===== src/soc_map_pkg.sv =====
/*
 * Address map: region bases and lengths, device sizes,
 * boot ROM content rule and CLINT register offsets
 */
package soc_map_pkg;

  typedef enum logic [2:0] {
    REG_ROM,
    REG_CLINT,
    REG_SRAM,
    REG_GPIO,
    REG_NONE
  } region_e;

  // ------------------------------------------------------------------------
  // Region map
  // ------------------------------------------------------------------------
  localparam logic [31:0] RomBase     = 32'h0001_0000;
  localparam logic [31:0] RomLength   = 32'h0000_0200;

  localparam logic [31:0] ClintBase   = 32'h0200_0000;
  localparam logic [31:0] ClintLength = 32'h0001_0000;

  // Mapped but no device behind it
  localparam logic [31:0] GpioBase    = 32'h1000_0000;
  localparam logic [31:0] GpioLength  = 32'h0000_1000;

  localparam logic [31:0] SramBase    = 32'h8000_0000;
  localparam logic [31:0] SramLength  = 32'h0000_0800;

  // ------------------------------------------------------------------------
  // Device sizes in 64-bit words
  // ------------------------------------------------------------------------
  localparam int RomWords  = 64;
  localparam int SramWords = 256;
  localparam int RomIdxW   = $clog2(RomWords);
  localparam int SramIdxW  = $clog2(SramWords);

  // ROM word i holds {i, RomTag ^ i}
  localparam logic [31:0] RomTag = 32'hB007_C0DE;

  // CLINT register offsets within its region
  localparam logic [15:0] MtimecmpOffset = 16'h4000;
  localparam logic [15:0] MtimeOffset    = 16'hBFF8;

endpackage


===== src/soc_bus_pkg.sv =====
/*
 * System bus types: data, address and strobe widths, opcodes,
 * response status and the request, response and device-access structs
 */
package soc_bus_pkg;

  localparam int unsigned AddrWidth   = 32;
  localparam int unsigned DataWidth   = 64;
  localparam int unsigned StrbWidth   = DataWidth / 8;
  localparam int unsigned OffsetWidth = 16;

  typedef logic [AddrWidth-1:0]   addr_t;
  typedef logic [DataWidth-1:0]   data_t;
  typedef logic [StrbWidth-1:0]   strb_t;
  typedef logic [OffsetWidth-1:0] offset_t;

  typedef enum logic {
    OP_READ  = 1'b0,
    OP_WRITE = 1'b1
  } bus_op_e;

  // Encodings follow the usual AXI response codes
  typedef enum logic [1:0] {
    RESP_OKAY   = 2'd0,
    RESP_SLVERR = 2'd2,
    RESP_DECERR = 2'd3
  } bus_status_e;

  // ------------------------------------------------------------------------
  // Channel structs
  // ------------------------------------------------------------------------
  typedef struct packed {
    bus_op_e op;
    addr_t   addr;
    data_t   wdata;
    strb_t   be;
  } bus_req_t;

  typedef struct packed {
    bus_status_e status;
    data_t       rdata;
  } bus_rsp_t;

  // Shared by all devices, qualified by each device's own select
  typedef struct packed {
    logic    we;
    offset_t offset;
    data_t   wdata;
    strb_t   be;
  } dev_req_t;

  // Byte-enable merge of new data into an old word
  function automatic data_t apply_be(data_t old_word, data_t new_word, strb_t be);
    data_t res;
    res = old_word;
    for (int b = 0; b < StrbWidth; b++) begin
      if (be[b]) begin
        res[8*b +: 8] = new_word[8*b +: 8];
      end
    end
    return res;
  endfunction

endpackage

===== src/boot_rom.sv =====
`timescale 1ns/100ps
/*
 * Boot ROM: read-only word table with rule-generated contents
 */
module boot_rom (
  input  logic                  clk_i,
  input  logic                  rst_ni,
  input  logic                  sel_i,
  input  soc_bus_pkg::dev_req_t dev_req_i,
  output soc_bus_pkg::data_t    rdata_o
);
  import soc_bus_pkg::*;
  import soc_map_pkg::*;

  data_t              rom_tbl [RomWords];
  logic [RomIdxW-1:0] idx;
  data_t              rdata_q;

  // Upper half is the word index, lower half the tagged index
  for (genvar i = 0; i < RomWords; i++) begin : gen_rom
    assign rom_tbl[i] = {32'(i), RomTag ^ 32'(i)};
  end

  // Byte offset to word index
  assign idx = dev_req_i.offset[RomIdxW+2:3];

  always_ff @(posedge clk_i or negedge rst_ni) begin
    if (!rst_ni) begin
      rdata_q <= '0;
    end else if (sel_i) begin
      rdata_q <= rom_tbl[idx];
    end
  end

  assign rdata_o = rdata_q;

endmodule


===== config.mk =====
export PLATFORM = sky130hd
export DESIGN_NAME = boot_rom
export DESIGN_NICKNAME = d
export VERILOG_FILES = /design/src/soc_map_pkg.sv /design/src/soc_bus_pkg.sv /design/src/boot_rom.sv
export SDC_FILE = /design/constraint.sdc
export NUM_CORES = 1
export LEC_CHECK = 0
export BUFFER_PORTS_ARGS = -buffer_cell sky130_fd_sc_hd__buf_4
export CAP_MARGIN = 20
export CORE_AREA = 2 2 60 62
export DETAILED_ROUTE_END_ITERATION = 7
export DIE_AREA = 0 0 62 64
export GPL_TIMING_DRIVEN = 1
export MAX_ROUTING_LAYER = met4
export PLACE_DENSITY = 0.84
export SLEW_MARGIN = 5
export SYNTH_ARGS = -nofsm -noshare
export SYNTH_HDL_FRONTEND = slang
export SYNTH_SLANG_ARGS = --single-unit

===== constraint.sdc =====
create_clock -name clk_i -period 1.11 [get_ports clk_i]
set_clock_uncertainty 0.1 [all_clocks]
set_input_delay 0.111 -clock clk_i [delete_from_list [all_inputs] [get_ports clk_i]]
set_output_delay 0.111 -clock clk_i [all_outputs]
set_load 0.005 [all_outputs]

==> results.yml <==
run_status:
  status: "finished clean"
yosys:
  yosys-top-cells-area: "buf_4, dfrtp_1, mux2_4"
  syn_avg_cell_area_um2: 10.2
  syn-instance-count: 81
  ys_warn_count: 0
  yosys.area.top_type: "buf_4"
  netlist_area_um2: 827
  yosys.area.top_type_share_pct: 48.1
  synth.distinct_cells: 11
  yosys_register_bits: 11
  ys_seq_area_share_pct: 33.3
power_and_ir_drop:
  power_density_nw_per_um2: 981
  peakVddDrop_mv: 0.422
  power_leakage_nw: 0.521
clock_network:
  cts.path.max_buffers: 2
  numCtsBuffers: 3
  cts_root_buffer: "clkbuf_4"
  cts_setup_buffers: 0
  htree_levels: 1
  cts_tree: "yes"
  cts.clk_slew.worst_paths_ns: 0.06
  clkSinkCount: 11
  clkLatencyLatePin_ns: 0.26
sta:
  fin_ws_ns: 0.00181
  period_minus_slack_ns: 1.11
  post-route-period-util_pct: 99.8
  rsz0062_at_grt: "true"
  max_freq_mhz: 902
  drv_slew: 0
  setup_tns_ns: 0
  finalSetupViolCount: 0
  finalHoldViolCount: 0
worst_hold_path:
  hold_class: "in2reg"
placed_design:
  gp_congestion: 0.590
  io_buffers: 30
  dp_hpwl_um: 958
  place_ws_ns: 0.142
cells_and_area:
  final_nets: 202
  syn_to_final_growth_pct: 15.1
  largest_reg_flops: 11
  diodes: 0
  drive_gt1_share_pct: 36.7
grt:
  track_usage_pct: 6.35
  gr-total-overflow: 0
  grt_pass1_vias: 384
  antenna_found_initial: 0
  grt_pass1_wl_um: 1730
  grt_max_degree: 13
floorplanning:
  start_util_pct: 25.2
  core_area_um2: 3280
  die_x_um: 62
  die_y_um: 64
  dieArea_um2: 3970
  ioPinCount: 156
  core.rowCount: 21
job:
  maxCapViolCount: 0
detailed_routing:
  wirelength_um: 1230
  via_per_inst: 3.02
  vias: 468
  firstDrtPassIters: 2
  drt_iter0_markers: 11
  routedWlPerCell_um: 7.96
  ant_nets: 0
  drc: 0
setup_path:
  crit_arrival_ns: 0.90
  cpMaxStageDelayCell: "dfrtp_2"
  criticalPathCategory: "reg2out"
  cp_num_buf_inv: 1
  cp-start-kind: "flip-flop"
  crit_chain: "buf_4"
  slowest_delay_ns: 0.48
  crit_family: "flip-flops"
  path_max_fanout: 11
  crit_required_ns: 0.90
  setup.worst_path.end_class: "primary output"
==> kinds of logic (layout without fill, tap and decap cells) <==
family / after synthesis / count (layout) / synth area share (%)
buffers and inverters: 57 / 44 / 50.8
flip-flops: 11 / 11 / 33.3
multiplexers: 9 / 9 / 13.6
AND/OR/NAND/NOR: 2 / 2 / 1.21
other: 1 / 42 / 0.453
AO/OA/AOI/OAI: 1 / 1 / 0.605
==> where the power goes <==
group | internal, W | switching (W)
Combinational | 0.000121 | 0.0000917
Sequential | 0.000437 | 0.0000218
Clock | 0.000139 | 0.000124
Total | 0.000697 | 0.000237
==> placed cells by master (no fill, tap or decap), drive strengths merged <==
| master | n |
|---|---|
| dfrtp | 11 |
| mux2i | 3 |
| clkbuf | 4 |
| or2 | 1 |
| nor2 | 1 |
| a21oi | 1 |
| inv | 3 |
| dlygate4sd3 | 7 |
| mux2 | 6 |
| conb | 42 |
| buf | 30 |
==> metal layers <==
| metal | wire length (µm) | share of wire, % | global-route usage (%) |
|---|---|---|---|
| met5 | 0 | 0 | - |
| met4 | 0 | 0 | 0.798 |
| met3 | 220 | 18 | 3.64 |
| met2 | 535 | 43 | 9.77 |
| met1 | 478 | 39 | 7.36 |
==> cell usage after synthesis <==
cell	n
buf_6	1
buf_4	53
mux2i_1	3
nor2_1	1
or2_1	1
dfrtp_1	11
conb_1	1
inv_1	3
mux2_2	2
a21oi_1	1
mux2_4	4
==> layout make-up <==
type	count	area, µm²
Clock buffer	4	26.3
Fill cell	361	2330
Tap cell	46	57.6
Timing Repair Buffer	37	295
Multi-Input combinational cell	54	285
Inverter	3	11.3
Sequential cell	11	277
==> per-stage QoR <==
stage	util (%)	instance area [µm²]	hold slack, ns	instances	power (W)
global placement	26.0	855	-0.144	144	0.000656
finish	29.0	952	0.0819	155	0.000934
floorplan	-	981	-0.285	122	0.000671
global route	29.0	952	0.0827	155	0.00101
detailed placement	26.0	855	-0.143	144	0.000661
CTS	29.0	952	0.0758	155	0.000956
==> what timing repair did <==
action	in CTS	in global routing
setup endpoints to repair	10	10
hold buffers	7	0
gates resized for setup	1	0
endpoints found under the hold margin	21	0
==> final timing paths <==
path,startpoint,to,slack (ns),depth (start not counted)
hold reg to reg,rdata_o[33],rdata_o[33],0.41,1
max in group asynchronous,rst_ni,rdata_o[31],0.63,2
hold / removal,sel_i,rdata_o[1],0.08,2
setup reg to reg,rdata_o[31],rdata_o[31],0.20,1
min in group asynchronous,rst_ni,rdata_o[4],0.12,2
setup / recovery,rdata_o[31],rdata_o[18],0.002,1
No activity file was read; power rests on OpenSTA's default activity.
