### config.mk
export PLATFORM = sky130hd
export DESIGN_NAME = bus_ctrl
export DESIGN_NICKNAME = d
export VERILOG_FILES = /design/src/soc_map_pkg.sv /design/src/soc_bus_pkg.sv /design/src/bus_ctrl.sv
export SDC_FILE = /design/constraint.sdc
export NUM_CORES = 1
export LEC_CHECK = 0
export ABC_CLOCK_PERIOD_IN_PS = 3300
export BUFFER_PORTS_ARGS = -buffer_cell sky130_fd_sc_hd__buf_2
export CELL_PAD_IN_SITES_DETAIL_PLACEMENT = 0
export CELL_PAD_IN_SITES_GLOBAL_PLACEMENT = 2
export CORE_AREA = 4 4 179 181
export CTS_CLUSTER_SIZE = 10
export DETAILED_ROUTE_END_ITERATION = 10
export DIE_AREA = 0 0 183 185
export PLACE_DENSITY_LB_ADDON = 0.1
export SYNTH_ARGS = -nofsm -noshare
export SYNTH_HDL_FRONTEND = slang
export SYNTH_SLANG_ARGS = --single-unit
### constraint.sdc
create_clock -name clk_i -period 3.3 [get_ports clk_i]
set_clock_uncertainty 0.2 [all_clocks]
set_input_delay 0.66 -clock clk_i [delete_from_list [all_inputs] [get_ports clk_i]]
set_output_delay 0.66 -clock clk_i [all_outputs]
set_load 0.005 [all_outputs]
### src/soc_map_pkg.sv
/*
 * Address map: region bases and lengths, device sizes,
 * boot ROM content rule and CLINT register offsets
 */
package soc_map_pkg;

  typedef enum logic [2:0] {
    REG_ROM,
    REG_CLINT,
    REG_SRAM,
    REG_GPIO,
    REG_NONE
  } region_e;

  // ------------------------------------------------------------------------
  // Region map
  // ------------------------------------------------------------------------
  localparam logic [31:0] RomBase     = 32'h0001_0000;
  localparam logic [31:0] RomLength   = 32'h0000_0200;

  localparam logic [31:0] ClintBase   = 32'h0200_0000;
  localparam logic [31:0] ClintLength = 32'h0001_0000;

  // Mapped but no device behind it
  localparam logic [31:0] GpioBase    = 32'h1000_0000;
  localparam logic [31:0] GpioLength  = 32'h0000_1000;

  localparam logic [31:0] SramBase    = 32'h8000_0000;
  localparam logic [31:0] SramLength  = 32'h0000_0800;

  // ------------------------------------------------------------------------
  // Device sizes in 64-bit words
  // ------------------------------------------------------------------------
  localparam int RomWords  = 64;
  localparam int SramWords = 256;
  localparam int RomIdxW   = $clog2(RomWords);
  localparam int SramIdxW  = $clog2(SramWords);

  // ROM word i holds {i, RomTag ^ i}
  localparam logic [31:0] RomTag = 32'hB007_C0DE;

  // CLINT register offsets within its region
  localparam logic [15:0] MtimecmpOffset = 16'h4000;
  localparam logic [15:0] MtimeOffset    = 16'hBFF8;

endpackage

### src/soc_bus_pkg.sv
/*
 * System bus types: data, address and strobe widths, opcodes,
 * response status and the request, response and device-access structs
 */
package soc_bus_pkg;

  localparam int unsigned AddrWidth   = 32;
  localparam int unsigned DataWidth   = 64;
  localparam int unsigned StrbWidth   = DataWidth / 8;
  localparam int unsigned OffsetWidth = 16;

  typedef logic [AddrWidth-1:0]   addr_t;
  typedef logic [DataWidth-1:0]   data_t;
  typedef logic [StrbWidth-1:0]   strb_t;
  typedef logic [OffsetWidth-1:0] offset_t;

  typedef enum logic {
    OP_READ  = 1'b0,
    OP_WRITE = 1'b1
  } bus_op_e;

  // Encodings follow the usual AXI response codes
  typedef enum logic [1:0] {
    RESP_OKAY   = 2'd0,
    RESP_SLVERR = 2'd2,
    RESP_DECERR = 2'd3
  } bus_status_e;

  // ------------------------------------------------------------------------
  // Channel structs
  // ------------------------------------------------------------------------
  typedef struct packed {
    bus_op_e op;
    addr_t   addr;
    data_t   wdata;
    strb_t   be;
  } bus_req_t;

  typedef struct packed {
    bus_status_e status;
    data_t       rdata;
  } bus_rsp_t;

  // Shared by all devices, qualified by each device's own select
  typedef struct packed {
    logic    we;
    offset_t offset;
    data_t   wdata;
    strb_t   be;
  } dev_req_t;

  // Byte-enable merge of new data into an old word
  function automatic data_t apply_be(data_t old_word, data_t new_word, strb_t be);
    data_t res;
    res = old_word;
    for (int b = 0; b < StrbWidth; b++) begin
      if (be[b]) begin
        res[8*b +: 8] = new_word[8*b +: 8];
      end
    end
    return res;
  endfunction

endpackage
### src/bus_ctrl.sv
`timescale 1ns/100ps
/*
 * Bus controller: takes one request at a time, decodes its region,
 * strobes the target device and returns the response
 */
module bus_ctrl (
  input  logic                  clk_i,
  input  logic                  rst_ni,
  input  logic                  req_valid_i,
  input  soc_bus_pkg::bus_req_t req_i,
  output logic                  req_ready_o,
  output logic                  rsp_valid_o,
  output soc_bus_pkg::bus_rsp_t rsp_o,
  input  logic                  rsp_ready_i,
  output soc_bus_pkg::dev_req_t dev_req_o,
  output logic                  rom_sel_o,
  output logic                  sram_sel_o,
  output logic                  clint_sel_o,
  input  soc_bus_pkg::data_t    rom_rdata_i,
  input  soc_bus_pkg::data_t    sram_rdata_i,
  input  soc_bus_pkg::data_t    clint_rdata_i
);
  import soc_bus_pkg::*;
  import soc_map_pkg::*;

  typedef enum logic [1:0] {ST_IDLE, ST_ACCESS, ST_RESP} ctrl_state_e;

  ctrl_state_e state_q, state_d;
  logic        accept;
  region_e     region_q, region_d;
  offset_t     offset_d;
  dev_req_t    dev_q;
  bus_status_e status;

  function automatic logic in_range(addr_t addr, addr_t base, addr_t len);
    return (addr >= base) && (addr < base + len);
  endfunction

  // --------------------------------------------------------------------------
  // Handshake and region decode
  // --------------------------------------------------------------------------
  // Ready only while idle, so one request is in flight
  assign req_ready_o = (state_q == ST_IDLE);
  assign accept      = req_valid_i && req_ready_o;

  always_comb begin
    region_d = REG_NONE;
    offset_d = '0;
    if (in_range(req_i.addr, RomBase, RomLength)) begin
      region_d = REG_ROM;
      offset_d = offset_t'(req_i.addr - RomBase);
    end else if (in_range(req_i.addr, ClintBase, ClintLength)) begin
      region_d = REG_CLINT;
      offset_d = offset_t'(req_i.addr - ClintBase);
    end else if (in_range(req_i.addr, SramBase, SramLength)) begin
      region_d = REG_SRAM;
      offset_d = offset_t'(req_i.addr - SramBase);
    end else if (in_range(req_i.addr, GpioBase, GpioLength)) begin
      region_d = REG_GPIO;
      offset_d = offset_t'(req_i.addr - GpioBase);
    end
  end

  // --------------------------------------------------------------------------
  // FSM
  // --------------------------------------------------------------------------
  always_comb begin
    state_d = state_q;
    case (state_q)
      ST_IDLE: begin
        if (accept) begin
          state_d = ST_ACCESS;
        end
      end
      ST_ACCESS: state_d = ST_RESP;
      ST_RESP: begin
        if (rsp_ready_i) begin
          state_d = ST_IDLE;
        end
      end
      default: state_d = ST_IDLE;
    endcase
  end

  always_ff @(posedge clk_i or negedge rst_ni) begin
    if (!rst_ni) begin
      state_q <= ST_IDLE;
    end else begin
      state_q <= state_d;
    end
  end

  // Request registered on accept and held until the next one
  always_ff @(posedge clk_i) begin
    if (accept) begin
      region_q     <= region_d;
      dev_q.we     <= (req_i.op == OP_WRITE);
      dev_q.offset <= offset_d;
      dev_q.wdata  <= req_i.wdata;
      dev_q.be     <= req_i.be;
    end
  end

  // --------------------------------------------------------------------------
  // Device strobes and response
  // --------------------------------------------------------------------------
  assign dev_req_o   = dev_q;
  assign rom_sel_o   = (state_q == ST_ACCESS) && (region_q == REG_ROM) && !dev_q.we;
  assign sram_sel_o  = (state_q == ST_ACCESS) && (region_q == REG_SRAM);
  assign clint_sel_o = (state_q == ST_ACCESS) && (region_q == REG_CLINT);

  always_comb begin
    case (region_q)
      REG_ROM:  status = dev_q.we ? RESP_SLVERR : RESP_OKAY;
      REG_GPIO: status = RESP_SLVERR;
      REG_NONE: status = RESP_DECERR;
      default:  status = RESP_OKAY;
    endcase
  end

  assign rsp_valid_o = (state_q == ST_RESP);

  always_comb begin
    rsp_o        = '0;
    rsp_o.status = status;
    // Only successful reads carry data
    if (status == RESP_OKAY && !dev_q.we) begin
      case (region_q)
        REG_ROM:   rsp_o.rdata = rom_rdata_i;
        REG_SRAM:  rsp_o.rdata = sram_rdata_i;
        REG_CLINT: rsp_o.rdata = clint_rdata_i;
        default:   rsp_o.rdata = '0;
      endcase
    end
  end

endmodule

==> qor.yml <==
status: "finished, final reports clean"
whs_endpoint: "dev_req_o[26]$_DFFE_PP_"
r2r-start: "state_q[1]$_DFFE_PN0P_"
place.gp.congestion: 0.746
vias: 5051
grt_pass1_vias: 5401
slew_violations: 0
die_area_um2: 33900
drc: 0
die_y_um: 185
drt-total-wl_um: 24300
finalSetupViolCount: 0
max_freq_mhz: 344
relSlewSlack: 0.665
grt_overflow_total: 0
routedWlPerCell_um: 18.8
clock-root-buffer: "clkbuf_16"
place_ws_ns: 0.690
p_leak_nw: 3.85
synth_top_area_frac: 0.573
via_per_inst: 3.90
antenna_found_initial: 7
min_from: "req_i[26]"
h-tree-depth: 3
syn_area_um2: 4820
tightest_slew_ns: 0.503
end_kind: "primary output"
hold-worst-slack_ns: 0.287
dr.pass1.iters: 4
peakVddDrop_uv: 306
placed_cell_area_um2: 7660
drt_iter0_markers: 131
cts-buffers-inserted: 9
core_um2: 30400
layout-drive-gt1-share: 0.569
r2r_cells: 3
start_util: 0.158
clockBufferDepth: 2
insertion_delay_ns: 0.33
antenna_left: 0
r2r_slack_ns: 1.41
yosys_warnings: 0
dieWidth_um: 183
grt_use_total: 0.134
syn_inst: 434
nets: 1193
syn_avg_cell_area_um2: 11.1
timing.rr.end: "dev_req_o[71]$_DFFE_PP_"
area_delta_synth_final_pct: 65.9
layout_commonest_cell: "buf_2"
cts_setup_buffers: 0
ys_ff_latch: 94
syn-num-nets: 735
fin_crit_sh: 0.881
utilization: 0.263
fin_setup_tns_ns: 0
rows: 64
ios: 461
rsz0062_at_grt: "no"
tritoncts: "yes"
finalHoldViolations: 0
setup_ws_ns: 0.393
min_period_ns: 2.91
io_buffers: 460
dp.final_hpwl_um: 20400
crit_fanout: 23
worstPathRequired_ns: 2.44
synthTopCellsByArea: "edfxtp_1 (57%), mux2i_1 (13%), nor2_1 (10%)"
crit_path_start_kind: "flop"
final_cell_mix: "buf_2 (460), nor2_1 (134), edfxtp_1 (92), mux2i_1 (65), a21oi_1 (64)"
crit_type: "reg2out"
cap_violations: 0
holdPathStages: 1
grt_pass1_wl_um: 34200
critPathArrivalTime_ns: 2.05
powerDensity_nw_per_um2: 505
numClockSinks: 94
hold_path.class: "in2reg"
grt_max_degree: 65
fin_area_um2: 8000
synth-seq-area-share: 0.583
netlist-cell-type-count: 30
synth_top_cell_by_area: "edfxtp_1"
clk_pin_slew_ns: 0.08
## critical path, cell delays in order, from the launching register on
cell and delay, ns:
edfxtp_1 0.67, buf_12 0.28, mux2i_1 0.22, nor2_1 0.05
a21oi_1 0.27, nor2_1 0.07, buf_2 0.14
## per-stage QoR
step	std cells	power, mW
finish	1296	4.04
global route	1296	4.32
CTS	1292	4.15
detailed placement	1276	2.98
global placement	1276	2.99
floorplan	434	2.29
## report_power, final
| group | switching [mW] | internal (mW) |
|---|---|---|
| Combinational | 0.686 | 0.535 |
| Sequential | 0.0705 | 1.61 |
| Clock | 0.467 | 0.670 |
| Total | 1.22 | 2.82 |
## registers in the layout, summed over array words and instances, names as in the netlist
signal,cells
dev_req_o,89
region_q,3
state_q,2
## cells by family after synthesis
| group | count (synthesis) | share of synthesized area |
|---|---|---|
| AO/OA/AOI/OAI | 78 | 0.0960 |
| buffers and inverters | 31 | 0.0324 |
| AND/OR/NAND/NOR | 166 | 0.153 |
| flip-flops | 94 | 0.583 |
| multiplexers | 65 | 0.135 |
## layout make-up
class	instances	area (µm²)
clock inverters	6	93.8
clock buffers	9	225
flip-flops and latches	94	2810
fillers	3386	22400
multi-input cells	309	1870
diodes	4	10.0
repair buffers	477	2490
inverters	1	3.75
well taps	396	495
## worst max-delay path by stage
stage	start	endpoint	slack (ns)	depth (start not counted)
after floorplan	req_valid_i	dev_req_o[0]$_DFFE_PP_	0.86	1
after detailed placement	region_q[0]$_SDFFCE_PP0P_	rsp_o[3]	0.69	5
after global routing	region_q[0]$_SDFFCE_PP0P_	rsp_o[4]	0.18	5
after CTS	region_q[0]$_SDFFCE_PP0P_	rsp_o[39]	0.29	6
after global placement	region_q[0]$_SDFFCE_PP0P_	rsp_o[3]	0.75	5
final	region_q[0]$_SDFFCE_PP0P_	rsp_o[39]	0.39	6
## cell usage after synthesis
master / number
buf_4: 2
a21oi_2: 1
a21boi_2: 9
buf_2: 20
nand2b_1: 2
a21oi_1: 64
buf_1: 3
nor4b_1: 4
and2_1: 9
nand4bb_1: 1
nor2_1: 134
dfrtp_1: 2
nand3_1: 1
or3_1: 1
nand4_1: 1
nor3b_1: 2
nand4b_2: 1
a21o_4: 1
nor4_2: 3
o21ai_0: 2
mux2i_1: 65
a22oi_1: 1
clkbuf_1: 4
inv_1: 1
nor3_1: 2
buf_6: 1
nor2b_1: 1
edfxtp_1: 92
nand2_1: 3
and2_4: 1
## timing repair
| item | in CTS | in global routing |
|---|---|---|
| resized for setup | 0 | 0 |
| endpoints found under the hold margin | 2 | 0 |
| hold buffers | 1 | 0 |
## metal layers
metal,wire length [µm],up-vias,track usage
met5,27,-,0
li1,-,2467,-
met3,2940,24,0.0640
met4,364,4,0.0331
met2,13000,272,0.255
met1,8000,2284,0.130
No activity file was read; power rests on OpenSTA's default activity.
